$ cat src/cdb_settings.svh
`ifndef CDB_SETTINGS_SVH
`define CDB_SETTINGS_SVH

// functional units that compete for the bus
`define NUM_FU_ALU  3
`define NUM_FU_MULT 2
`define NUM_FU_LOAD 1
`define NUM_FU_ALL  (`NUM_FU_ALU + `NUM_FU_MULT + `NUM_FU_LOAD)

// broadcast slots per cycle
`define CDB_SZ 2

// register and reorder buffer indexing
`define PRN_WIDTH     6
`define ROB_CNT_WIDTH 5

`define XLEN 32 // data and address width

// multiplier latency in cycles
`define MULT_STAGES 3

`endif

$ cat src/cdb_pkg.sv
`include "cdb_settings.svh"

package cdb_pkg;

    typedef logic [`PRN_WIDTH-1:0]     prn_t;
    typedef logic [`ROB_CNT_WIDTH-1:0] robn_t;
    typedef logic [`XLEN-1:0]          data_t;
    typedef logic [`XLEN-1:0]          addr_t;

    // tag and value seen by the register file
    // an all zero packet means nothing is broadcast
    typedef struct packed {
        prn_t  dest_prn;
        data_t value;
    } cdb_packet_t;

    // completion record for the reorder buffer
    typedef struct packed {
        robn_t robn;
        logic  executed;
        logic  branch_taken;
        addr_t target;
    } fu_rob_packet_t;

    // taken branch info for the predictor
    typedef struct packed {
        logic  valid_taken;
        addr_t pc;
        addr_t target;
    } predictor_packet_t;

    // finished mult or load result
    typedef struct packed {
        robn_t robn;
        prn_t  dest_prn;
        data_t result;
    } fu_result_t;

endpackage

$ cat src/psel_gen.sv
`timescale 1ns/1ps
`include "cdb_settings.svh"

module psel_gen #(
    parameter int WIDTH = `NUM_FU_ALL,
    parameter int REQS  = `CDB_SZ
) (
    input  logic [WIDTH-1:0]           req,
    output logic [WIDTH-1:0]           gnt,
    output logic [REQS-1:0][WIDTH-1:0] gnt_bus,
    output logic                       empty
);

    logic [WIDTH-1:0] pending; // requests not claimed by an earlier slot

    // each slot takes the highest request still pending
    always_comb begin
        pending = req;
        for (int s = 0; s < REQS; s++) begin
            gnt_bus[s] = '0;
            for (int i = WIDTH - 1; i >= 0; i--) begin
                if (pending[i] && (gnt_bus[s] == '0)) begin
                    gnt_bus[s][i] = 1'b1;
                end
            end
            pending = pending & ~gnt_bus[s]; // drop the winner
        end
    end

    // union of all slot grants
    always_comb begin
        gnt = '0;
        for (int s = 0; s < REQS; s++) begin
            gnt = gnt | gnt_bus[s];
        end
    end

    assign empty = ~|req;

    // a slot drives at most one unit onto the bus
    always_comb begin
        for (int s = 0; s < REQS; s++) begin
            assert ($onehot0(gnt_bus[s]))
            else $error("psel_gen: slot %0d grant bus not one-hot %b", s, gnt_bus[s]);
        end
    end

endmodule

$ cat src/cdb_mux.sv
`timescale 1ns/1ps
`include "cdb_settings.svh"

module cdb_mux #(
    parameter type payload_t = logic,
    parameter int  N         = `NUM_FU_ALL
) (
    input  payload_t [N-1:0] items,
    input  logic     [N-1:0] select,
    output payload_t         out
);

    localparam int PW = $bits(payload_t);

    logic [PW-1:0] acc;

    // and-or tree, zero when nothing is selected
    always_comb begin
        acc = '0;
        for (int i = 0; i < N; i++) begin
            acc = acc | (items[i] & {PW{select[i]}});
        end
    end

    assign out = payload_t'(acc);

    // overlapping selects would merge two packets
    always_comb begin
        assert ($onehot0(select))
        else $error("cdb_mux: select not one-hot %b", select);
    end

endmodule

$ cat src/mult_fu.sv
`timescale 1ns/1ps
`include "cdb_settings.svh"

module mult_fu (
    input  logic                clock,
    input  logic                reset,
    input  logic                start,
    input  cdb_pkg::data_t      a,
    input  cdb_pkg::data_t      b,
    input  cdb_pkg::prn_t       dest_prn,
    input  cdb_pkg::robn_t      robn,
    input  logic                avail,
    output logic                ready,
    output logic                valid,
    output cdb_pkg::fu_result_t result
);

    localparam int LAST = `MULT_STAGES - 1;

    // per stage tags, operands travel until the last stage
    logic             [LAST:0]   stage_valid;
    cdb_pkg::prn_t    [LAST:0]   stage_prn;
    cdb_pkg::robn_t   [LAST:0]   stage_robn;
    cdb_pkg::data_t   [LAST-1:0] stage_a;
    cdb_pkg::data_t   [LAST-1:0] stage_b;
    cdb_pkg::data_t              product_q;  // last stage payload
    cdb_pkg::data_t              low_product;
    logic                        advance;

    // hold the whole chain while the finished result waits for the bus
    assign advance = !(stage_valid[LAST] && !avail);
    assign ready   = advance;

    assign low_product = stage_a[LAST-1] * stage_b[LAST-1]; // low XLEN bits only

    always_ff @(posedge clock) begin
        if (reset) begin
            stage_valid <= '0;
        end else if (advance) begin
            stage_valid <= {stage_valid[LAST-1:0], start};
        end
    end

    always_ff @(posedge clock) begin
        if (advance) begin
            stage_a[0]    <= a;
            stage_b[0]    <= b;
            stage_prn[0]  <= dest_prn;
            stage_robn[0] <= robn;
            for (int i = 1; i < LAST; i++) begin
                stage_a[i] <= stage_a[i-1];
                stage_b[i] <= stage_b[i-1];
            end
            for (int i = 1; i <= LAST; i++) begin
                stage_prn[i]  <= stage_prn[i-1];
                stage_robn[i] <= stage_robn[i-1];
            end
            product_q <= low_product;
        end
    end

    assign valid = stage_valid[LAST];

    always_comb begin
        result.robn     = stage_robn[LAST];
        result.dest_prn = stage_prn[LAST];
        result.result   = product_q;
    end

    // a blocked result must survive until the arbiter takes it
    result_held: assert property (
        @(posedge clock) disable iff (reset)
        (valid && !avail) |=> (valid && $stable(result))
    ) else $error("mult_fu: result changed while waiting for the bus");

endmodule

$ cat src/cdb.sv
`timescale 1ns/1ps
`include "cdb_settings.svh"

module cdb (
    input  logic                                     clock,
    input  logic                                     reset,

    input  logic                   [`NUM_FU_ALU-1:0] alu_valid,
    input  logic                   [`NUM_FU_ALU-1:0] alu_cond_branch,
    input  logic                   [`NUM_FU_ALU-1:0] alu_take_branch,
    input  cdb_pkg::prn_t          [`NUM_FU_ALU-1:0] alu_dest_prn,
    input  cdb_pkg::robn_t         [`NUM_FU_ALU-1:0] alu_robn,
    input  cdb_pkg::data_t         [`NUM_FU_ALU-1:0] alu_result,
    input  cdb_pkg::addr_t         [`NUM_FU_ALU-1:0] alu_pc,

    input  logic                  [`NUM_FU_MULT-1:0] mult_valid,
    input  cdb_pkg::fu_result_t   [`NUM_FU_MULT-1:0] mult_result,
    input  logic                  [`NUM_FU_LOAD-1:0] load_valid,
    input  cdb_pkg::fu_result_t   [`NUM_FU_LOAD-1:0] load_result,

    // back to the units, high means the result may be replaced
    output logic                   [`NUM_FU_ALU-1:0] alu_avail,
    output logic                  [`NUM_FU_MULT-1:0] mult_avail,
    output logic                  [`NUM_FU_LOAD-1:0] load_avail,

    output logic                   [`NUM_FU_ALU-1:0] pred_taken,
    output cdb_pkg::addr_t         [`NUM_FU_ALU-1:0] pred_pc,
    output cdb_pkg::addr_t         [`NUM_FU_ALU-1:0] pred_target,

    output cdb_pkg::cdb_packet_t       [`CDB_SZ-1:0] cdb_packet,
    output cdb_pkg::fu_rob_packet_t    [`CDB_SZ-1:0] rob_packet
);

    // request bit layout, load lowest and alus highest
    localparam int LOAD_BASE = 0;
    localparam int MULT_BASE = `NUM_FU_LOAD;
    localparam int ALU_BASE  = `NUM_FU_LOAD + `NUM_FU_MULT;
    localparam int NUM_OTHER = `NUM_FU_LOAD + `NUM_FU_MULT;

    logic                    [`NUM_FU_ALL-1:0] req;
    logic                    [`NUM_FU_ALL-1:0] gnt;
    logic       [`CDB_SZ-1:0][`NUM_FU_ALL-1:0] gnt_bus;
    logic                                      sel_empty;

    logic                      [NUM_OTHER-1:0] other_valid;
    cdb_pkg::fu_result_t       [NUM_OTHER-1:0] other_result;

    cdb_pkg::cdb_packet_t      [`NUM_FU_ALL-1:0] cand_cdb;
    cdb_pkg::fu_rob_packet_t   [`NUM_FU_ALL-1:0] cand_rob;
    cdb_pkg::cdb_packet_t          [`CDB_SZ-1:0] slot_cdb;
    cdb_pkg::fu_rob_packet_t       [`CDB_SZ-1:0] slot_rob;
    cdb_pkg::predictor_packet_t [`NUM_FU_ALU-1:0] pred_packet;

    // conditional branches leave through the predictor only
    assign req = {alu_valid & ~alu_cond_branch, mult_valid, load_valid};

    psel_gen #(
        .WIDTH (`NUM_FU_ALL),
        .REQS  (`CDB_SZ)
    ) psel_i (
        .req     (req),
        .gnt     (gnt),
        .gnt_bus (gnt_bus),
        .empty   (sel_empty)
    );

    assign alu_avail  = gnt[ALU_BASE +: `NUM_FU_ALU] | ~alu_valid | alu_cond_branch;
    assign mult_avail = gnt[MULT_BASE +: `NUM_FU_MULT] | ~mult_valid;
    assign load_avail = gnt[LOAD_BASE +: `NUM_FU_LOAD] | ~load_valid;

    // mult and load share one layout, load sits at the bottom
    assign other_valid  = {mult_valid, load_valid};
    assign other_result = {mult_result, load_result};

    always_comb begin
        cand_cdb = '0;
        cand_rob = '0;
        for (int i = 0; i < NUM_OTHER; i++) begin
            if (other_valid[i]) begin
                cand_cdb[LOAD_BASE+i].dest_prn     = other_result[i].dest_prn;
                cand_cdb[LOAD_BASE+i].value        = other_result[i].result;
                cand_rob[LOAD_BASE+i].robn         = other_result[i].robn;
                cand_rob[LOAD_BASE+i].executed     = 1'b1;
                cand_rob[LOAD_BASE+i].branch_taken = 1'b0; // never a branch
                cand_rob[LOAD_BASE+i].target       = '0;
            end
        end
        for (int i = 0; i < `NUM_FU_ALU; i++) begin
            if (alu_valid[i]) begin
                cand_cdb[ALU_BASE+i].dest_prn     = alu_dest_prn[i];
                cand_cdb[ALU_BASE+i].value        = alu_result[i];
                cand_rob[ALU_BASE+i].robn         = alu_robn[i];
                cand_rob[ALU_BASE+i].executed     = 1'b1;
                cand_rob[ALU_BASE+i].branch_taken = alu_take_branch[i];
                cand_rob[ALU_BASE+i].target       = alu_result[i]; // jump target
            end
        end
    end

    for (genvar s = 0; s < `CDB_SZ; s++) begin : g_slot
        cdb_mux #(
            .payload_t (cdb_pkg::cdb_packet_t),
            .N         (`NUM_FU_ALL)
        ) cdb_mux_i (
            .items  (cand_cdb),
            .select (gnt_bus[s]),
            .out    (slot_cdb[s])
        );

        cdb_mux #(
            .payload_t (cdb_pkg::fu_rob_packet_t),
            .N         (`NUM_FU_ALL)
        ) rob_mux_i (
            .items  (cand_rob),
            .select (gnt_bus[s]),
            .out    (slot_rob[s])
        );

        // a grant shows up as a completion one cycle later
        grant_completes: assert property (
            @(posedge clock) disable iff (reset)
            (gnt_bus[s] != '0) |=> rob_packet[s].executed
        ) else $error("cdb: slot %0d granted but not marked executed", s);
    end

    // predictor view does not depend on arbitration
    always_comb begin
        for (int i = 0; i < `NUM_FU_ALU; i++) begin
            pred_packet[i].valid_taken = alu_valid[i] & alu_take_branch[i];
            pred_packet[i].pc          = alu_pc[i];
            pred_packet[i].target      = alu_result[i];
            pred_taken[i]  = pred_packet[i].valid_taken;
            pred_pc[i]     = pred_packet[i].pc;
            pred_target[i] = pred_packet[i].target;
        end
    end

    always_ff @(posedge clock) begin
        if (reset) begin
            cdb_packet <= '0;
            rob_packet <= '0;
        end else begin
            cdb_packet <= slot_cdb;
            rob_packet <= slot_rob;
        end
    end

    idle_bus_quiet: assert property (
        @(posedge clock) disable iff (reset)
        sel_empty |=> (cdb_packet == '0)
    ) else $error("cdb: bus not quiet after a cycle without requests");

endmodule

$ cat src/complete_stage.sv
`timescale 1ns/1ps
`include "cdb_settings.svh"

module complete_stage (
    input  logic                                  clock,
    input  logic                                  reset,

    input  logic                [`NUM_FU_ALU-1:0] alu_valid,
    input  logic                [`NUM_FU_ALU-1:0] alu_cond_branch,
    input  logic                [`NUM_FU_ALU-1:0] alu_take_branch,
    input  cdb_pkg::prn_t       [`NUM_FU_ALU-1:0] alu_dest_prn,
    input  cdb_pkg::robn_t      [`NUM_FU_ALU-1:0] alu_robn,
    input  cdb_pkg::data_t      [`NUM_FU_ALU-1:0] alu_result,
    input  cdb_pkg::addr_t      [`NUM_FU_ALU-1:0] alu_pc,

    input  logic               [`NUM_FU_LOAD-1:0] load_valid,
    input  cdb_pkg::prn_t      [`NUM_FU_LOAD-1:0] load_dest_prn,
    input  cdb_pkg::robn_t     [`NUM_FU_LOAD-1:0] load_robn,
    input  cdb_pkg::data_t     [`NUM_FU_LOAD-1:0] load_result,

    input  logic               [`NUM_FU_MULT-1:0] mult_start,
    input  cdb_pkg::data_t     [`NUM_FU_MULT-1:0] mult_a,
    input  cdb_pkg::data_t     [`NUM_FU_MULT-1:0] mult_b,
    input  cdb_pkg::prn_t      [`NUM_FU_MULT-1:0] mult_dest_prn,
    input  cdb_pkg::robn_t     [`NUM_FU_MULT-1:0] mult_robn,
    output logic               [`NUM_FU_MULT-1:0] mult_ready,

    output logic                [`NUM_FU_ALU-1:0] alu_avail,
    output logic               [`NUM_FU_LOAD-1:0] load_avail,

    output cdb_pkg::prn_t           [`CDB_SZ-1:0] cdb_dest_prn,
    output cdb_pkg::data_t          [`CDB_SZ-1:0] cdb_value,
    output cdb_pkg::robn_t          [`CDB_SZ-1:0] rob_robn,
    output logic                    [`CDB_SZ-1:0] rob_executed,
    output logic                    [`CDB_SZ-1:0] rob_branch_taken,
    output cdb_pkg::addr_t          [`CDB_SZ-1:0] rob_target,

    output logic                [`NUM_FU_ALU-1:0] pred_taken,
    output cdb_pkg::addr_t      [`NUM_FU_ALU-1:0] pred_pc,
    output cdb_pkg::addr_t      [`NUM_FU_ALU-1:0] pred_target
);

    logic                       [`NUM_FU_MULT-1:0] mult_valid;
    logic                       [`NUM_FU_MULT-1:0] mult_avail;
    cdb_pkg::fu_result_t        [`NUM_FU_MULT-1:0] mult_result;
    cdb_pkg::fu_result_t        [`NUM_FU_LOAD-1:0] load_packed;
    cdb_pkg::cdb_packet_t            [`CDB_SZ-1:0] cdb_packet;
    cdb_pkg::fu_rob_packet_t         [`CDB_SZ-1:0] rob_packet;

    for (genvar m = 0; m < `NUM_FU_MULT; m++) begin : g_mult
        mult_fu mult_fu_i (
            .clock    (clock),
            .reset    (reset),
            .start    (mult_start[m]),
            .a        (mult_a[m]),
            .b        (mult_b[m]),
            .dest_prn (mult_dest_prn[m]),
            .robn     (mult_robn[m]),
            .avail    (mult_avail[m]),   // freezes the pipe when low
            .ready    (mult_ready[m]),
            .valid    (mult_valid[m]),
            .result   (mult_result[m])
        );
    end

    always_comb begin
        for (int i = 0; i < `NUM_FU_LOAD; i++) begin
            load_packed[i].robn     = load_robn[i];
            load_packed[i].dest_prn = load_dest_prn[i];
            load_packed[i].result   = load_result[i];
        end
    end

    cdb cdb_i (
        .clock           (clock),
        .reset           (reset),
        .alu_valid       (alu_valid),
        .alu_cond_branch (alu_cond_branch),
        .alu_take_branch (alu_take_branch),
        .alu_dest_prn    (alu_dest_prn),
        .alu_robn        (alu_robn),
        .alu_result      (alu_result),
        .alu_pc          (alu_pc),
        .mult_valid      (mult_valid),
        .mult_result     (mult_result),
        .load_valid      (load_valid),
        .load_result     (load_packed),
        .alu_avail       (alu_avail),
        .mult_avail      (mult_avail),
        .load_avail      (load_avail),
        .pred_taken      (pred_taken),
        .pred_pc         (pred_pc),
        .pred_target     (pred_target),
        .cdb_packet      (cdb_packet),
        .rob_packet      (rob_packet)
    );

    // split the registered slot packets into loose ports
    always_comb begin
        for (int s = 0; s < `CDB_SZ; s++) begin
            cdb_dest_prn[s]     = cdb_packet[s].dest_prn;
            cdb_value[s]        = cdb_packet[s].value;
            rob_robn[s]         = rob_packet[s].robn;
            rob_executed[s]     = rob_packet[s].executed;
            rob_branch_taken[s] = rob_packet[s].branch_taken;
            rob_target[s]       = rob_packet[s].target;
        end
    end

endmodule

$ cat config.mk
export PLATFORM = sky130hd
export DESIGN_NAME = complete_stage
export DESIGN_NICKNAME = d
export VERILOG_FILES = /design/src/cdb_pkg.sv /design/src/psel_gen.sv /design/src/cdb_mux.sv /design/src/mult_fu.sv /design/src/cdb.sv /design/src/complete_stage.sv
export VERILOG_INCLUDE_DIRS = /design/src
export SDC_FILE = /design/constraint.sdc
export NUM_CORES = 2
export LEC_CHECK = 0
export BUFFER_PORTS_ARGS = -buffer_cell sky130_fd_sc_hd__buf_4
export CORE_ASPECT_RATIO = 2
export CORE_MARGIN = 3
export CORE_UTILIZATION = 40
export CTS_CLUSTER_DIAMETER = 200
export DETAILED_ROUTE_END_ITERATION = 10
export GPL_TIMING_DRIVEN = 0
export PLACE_DENSITY = 0.61
export SLEW_MARGIN = 5
export SYNTH_ARGS = -nofsm -noshare
export SYNTH_HDL_FRONTEND = slang
export SYNTH_SLANG_ARGS = --single-unit
$ cat constraint.sdc
create_clock -name clock -period 12.9 [get_ports clock]
set_clock_uncertainty 0.15 [all_clocks]
set_input_delay 0.645 -clock clock [delete_from_list [all_inputs] [get_ports clock]]
set_output_delay 0.645 -clock clock [all_outputs]
set_load 0.05 [all_outputs]
==> run summary <==
vias in the first global route = 43015
fin. max-slew vios = 0
Routed WL per cell = 31.3 µm
DR vias = 40348
min Tclk post-route = 9.77 ns
gpl congestion = 1.07
post-synth top area share = 32.0%
hpwl dp = 198000 µm
post-layout util = 48.9%
drt pass-1 iters = 10
status = finished, final reports clean
max_cap viols = 0
Worst Path Arrival = 9.99 ns
DRT iter0 DRCs = 3848
#FFs+latches synth = 546
initial antenna violation count = 48
Num CTS Buffers = 52
Core ar. = 0.126 mm²
post-synthesis compound-gate area fraction = 5.97%
unrepaired setup endpoints after global routing = false
Longest Clk Path Bufs = 3
hold-fix buffers at CTS = 134
Die X-Extent = 258 µm
largest family of logic cells by synthesized area = adder cells
CTS Root Cell = clkbuf_16
largest area contributor in the netlist = fa_1
Area after DPL = 0.0585 mm²
Netlist Area Pre-Place = 0.0510 mm²
H-tree levels = 2
ys async rst share = 0%
Synth Flop Type = edfxtp_1
Starting Density = 40.4%
Layout Area Growth over Synthesis = 21.0%
PortBufs = 687
routed wire length = 234000 µm
Fmax = 102 MHz
post_cts resized = 0
final hold vios = 0
mux cell area share after synthesis = 0.0810%
critical-path maximum fanout = 10
gr usage total = 35.2%
Post-Synth Simple-Gate Area = 13.2%
ratio of cells with drive above 1 in the final layout = 17.8%
Hold Path Class = input port to register
Ys Warns = 0
critical path launch point type = register
max_slew headroom = 9.55%
Rows = 184
die height = 511 µm
final setup fails = 0
top cells by area, synth = fa_1, edfxtp_1, and2_1
Vias per Instance = 5.39
post-route clock period utilization = 75.8%
WS Path Type = register to register
final antenna-violating net count = 0
TritonCTS clock tree = built
Clock Latency Late Sink = 0.70 ns
pin count of the biggest net entering global routing = 75
Distinct cells, synth = 65
clock sink count = 546
Post-CTS Setup Bufs = 0
drt drc = 0
io pins = 787
number of synthesized flops with an enable pin = 386
total die area = 0.132 mm²
Req. time, crit path = 13.12 ns
critical path capture point type = register
Syn Inst Count = 4840
slew at the pin closest to its max-slew limit = 1.35 ns
WHS = 0.0382 ns
first-pass GRT wire length = 320000 µm
sequential share of the synthesized area = 29.0%
nets = 7238
XOR/XNOR share of the synthesized area = 2.94%
Worst-path clk slew = 0.06 ns
Synth Area in Adders = 38.1%
Layout Cell Area excl Fill = 0.0617 mm²
Mapped Avg Cell Area = 10.5 µm²
FF-to-FF setup slack = 3.13 ns
gr ovfl total = 0
final cells by class:
| type | instances | area (µm²) |
|---|---|---|
| Fill cell | 11888 | 64500 |
| Clock inverter | 34 | 402 |
| Buffer | 447 | 2430 |
| Inverter | 806 | 3030 |
| Clock buffer | 62 | 1360 |
| Antenna cell | 21 | 52.6 |
| Sequential cell | 546 | 14800 |
| Tap cell | 1674 | 2090 |
| Multi-Input combinational cell | 3042 | 30700 |
| Timing Repair Buffer | 849 | 6780 |
logic make-up (layout without fill, tap and decap cells):
family / count (synthesis) / count (layout)
simple gates: 1391 / 1391
fa+ha+maj: 1062 / 1062
flops: 546 / 546
compound gates: 412 / 412
xor+xnor: 171 / 171
mux: 4 / 4
other cells: 1 / 23
buf+inv: 1253 / 2198
through the flow:
step	setup TNS, ns	std cells	worst slack [ns]
after detailed placement	0	7230	3.19
after global routing	0	7474	3.14
final	0	7481	3.13
after floorplan	0	4841	0.435
after CTS	0	7460	3.16
after global placement	-809.09	7202	-4.97
sequential cells by signal, summed over array words and instances (netlist names):
name and flops:
cdb_i.rob_packet 78, g_mult.mult_fu_i.result 22, g_mult.mult_fu_i.product_q 64, cdb_i.cdb_packet 76
g_mult.mult_fu_i.stage_robn 20, g_mult.mult_fu_i.stage_prn 24, g_mult.mult_fu_i.stage_b 128, g_mult.mult_fu_i.stage_a 128
g_mult.mult_fu_i.stage_valid 6
final timing paths:
check	end	depth (start not counted)	startpoint
hold / removal	g_mult[0].mult_fu_i.stage_a[20]	1	mult_a[20]
setup / recovery	g_mult[1].mult_fu_i.product_q[31]	24	g_mult[1].mult_fu_i.stage_a[45]
hold reg to reg	g_mult[1].mult_fu_i.result[40]	0	g_mult[1].mult_fu_i.stage_robn[7]
setup reg to reg	g_mult[1].mult_fu_i.product_q[31]	24	g_mult[1].mult_fu_i.stage_a[45]
per-layer routing:
layer | wire length [µm] | part of all wire (%) | vias to the layer above | global-route usage [%]
li1 | - | - | 16727 | -
met1 | 77700 | 33 | 20593 | 39.1
met2 | 114000 | 49 | 2386 | 59.7
met3 | 19800 | 8.5 | 636 | 6.36
met4 | 22100 | 9.5 | 6 | 26.8
met5 | 34 | 0.015 | - | 0
synth_stat cells, types with 3 or more instances:
master / count
fa_1: 816
inv_1: 806
nand2_1: 665
and2_1: 547
edfxtp_1: 386
ha_1: 246
clkbuf_1: 235
buf_4: 196
dfxtp_1: 160
xnor2_1: 140
nor2_1: 115
a21oi_1: 91
o21ai_0: 64
a222oi_1: 54
a221o_1: 43
a22oi_1: 34
a41oi_1: 33
xor2_1: 31
a21o_1: 17
a31oi_1: 16
buf_2: 14
nand3_1: 13
nand2b_1: 11
nor3_1: 10
a211oi_1: 9
nor2b_1: 7
o21ai_1: 7
o211ai_1: 6
and3_1: 5
o21bai_1: 5
nor4_1: 4
o21a_1: 4
a211oi_2: 3
mux2i_1: 3
nor3b_1: 3
or3_1: 3
worst max-delay path: stages (launching register included):
cell and delay, ns:
edfxtp_1 0.32, clkbuf_1 0.71, clkbuf_1 0.81, nand2_1 0.21
fa_1 0.63, inv_1 0.07, fa_1 0.54, inv_1 0.06
fa_1 0.51, inv_1 0.06, fa_1 0.53, inv_1 0.05
fa_1 0.53, fa_1 0.48, fa_1 0.70, inv_1 0.10
fa_1 0.60, xnor2_1 0.22, xnor2_1 0.16, xnor2_1 0.32
xnor2_1 0.14, xnor2_1 0.27, xnor2_1 0.12, xnor2_1 0.82
xnor2_1 0.30
placed cells by master, fill, tap and decap left out, types with 5 or more instances in the layout:
| cell type | Yosys | routed |
|---|---|---|
| bufinv_16 | 0 | 5 |
| fa_1 | 816 | 816 |
| clkbuf_1 | 235 | 244 |
| ha_1 | 246 | 246 |
| clkinv_2 | 0 | 11 |
| edfxtp_1 | 386 | 386 |
| nand2b_1 | 11 | 11 |
| nor2_1 | 115 | 115 |
| dfxtp_1 | 160 | 160 |
| a211oi_1 | 9 | 9 |
| o211ai_1 | 6 | 6 |
| a21o_1 | 17 | 17 |
| xor2_1 | 31 | 31 |
| a21oi_1 | 91 | 91 |
| a222oi_1 | 54 | 54 |
| o21ai_1 | 7 | 7 |
| xnor2_1 | 140 | 140 |
| inv_1 | 806 | 806 |
| clkbuf_16 | 0 | 53 |
| a41oi_1 | 33 | 33 |
| clkinv_4 | 0 | 5 |
| a22oi_1 | 34 | 34 |
| nor3_1 | 10 | 10 |
| and3_1 | 5 | 5 |
| buf_2 | 14 | 14 |
| and2_1 | 547 | 547 |
| o21bai_1 | 5 | 5 |
| o21ai_0 | 64 | 64 |
| a221o_1 | 43 | 43 |
| nor2b_1 | 7 | 7 |
| buf_4 | 196 | 904 |
| a31oi_1 | 16 | 16 |
| nand3_1 | 13 | 13 |
| diode_2 | 0 | 21 |
| nand2_1 | 665 | 664 |
| dlygate4sd3_1 | 0 | 134 |
Power is not shown: default switching activity piles up to over one toggle a cycle in this logic, so the estimate is an artifact.
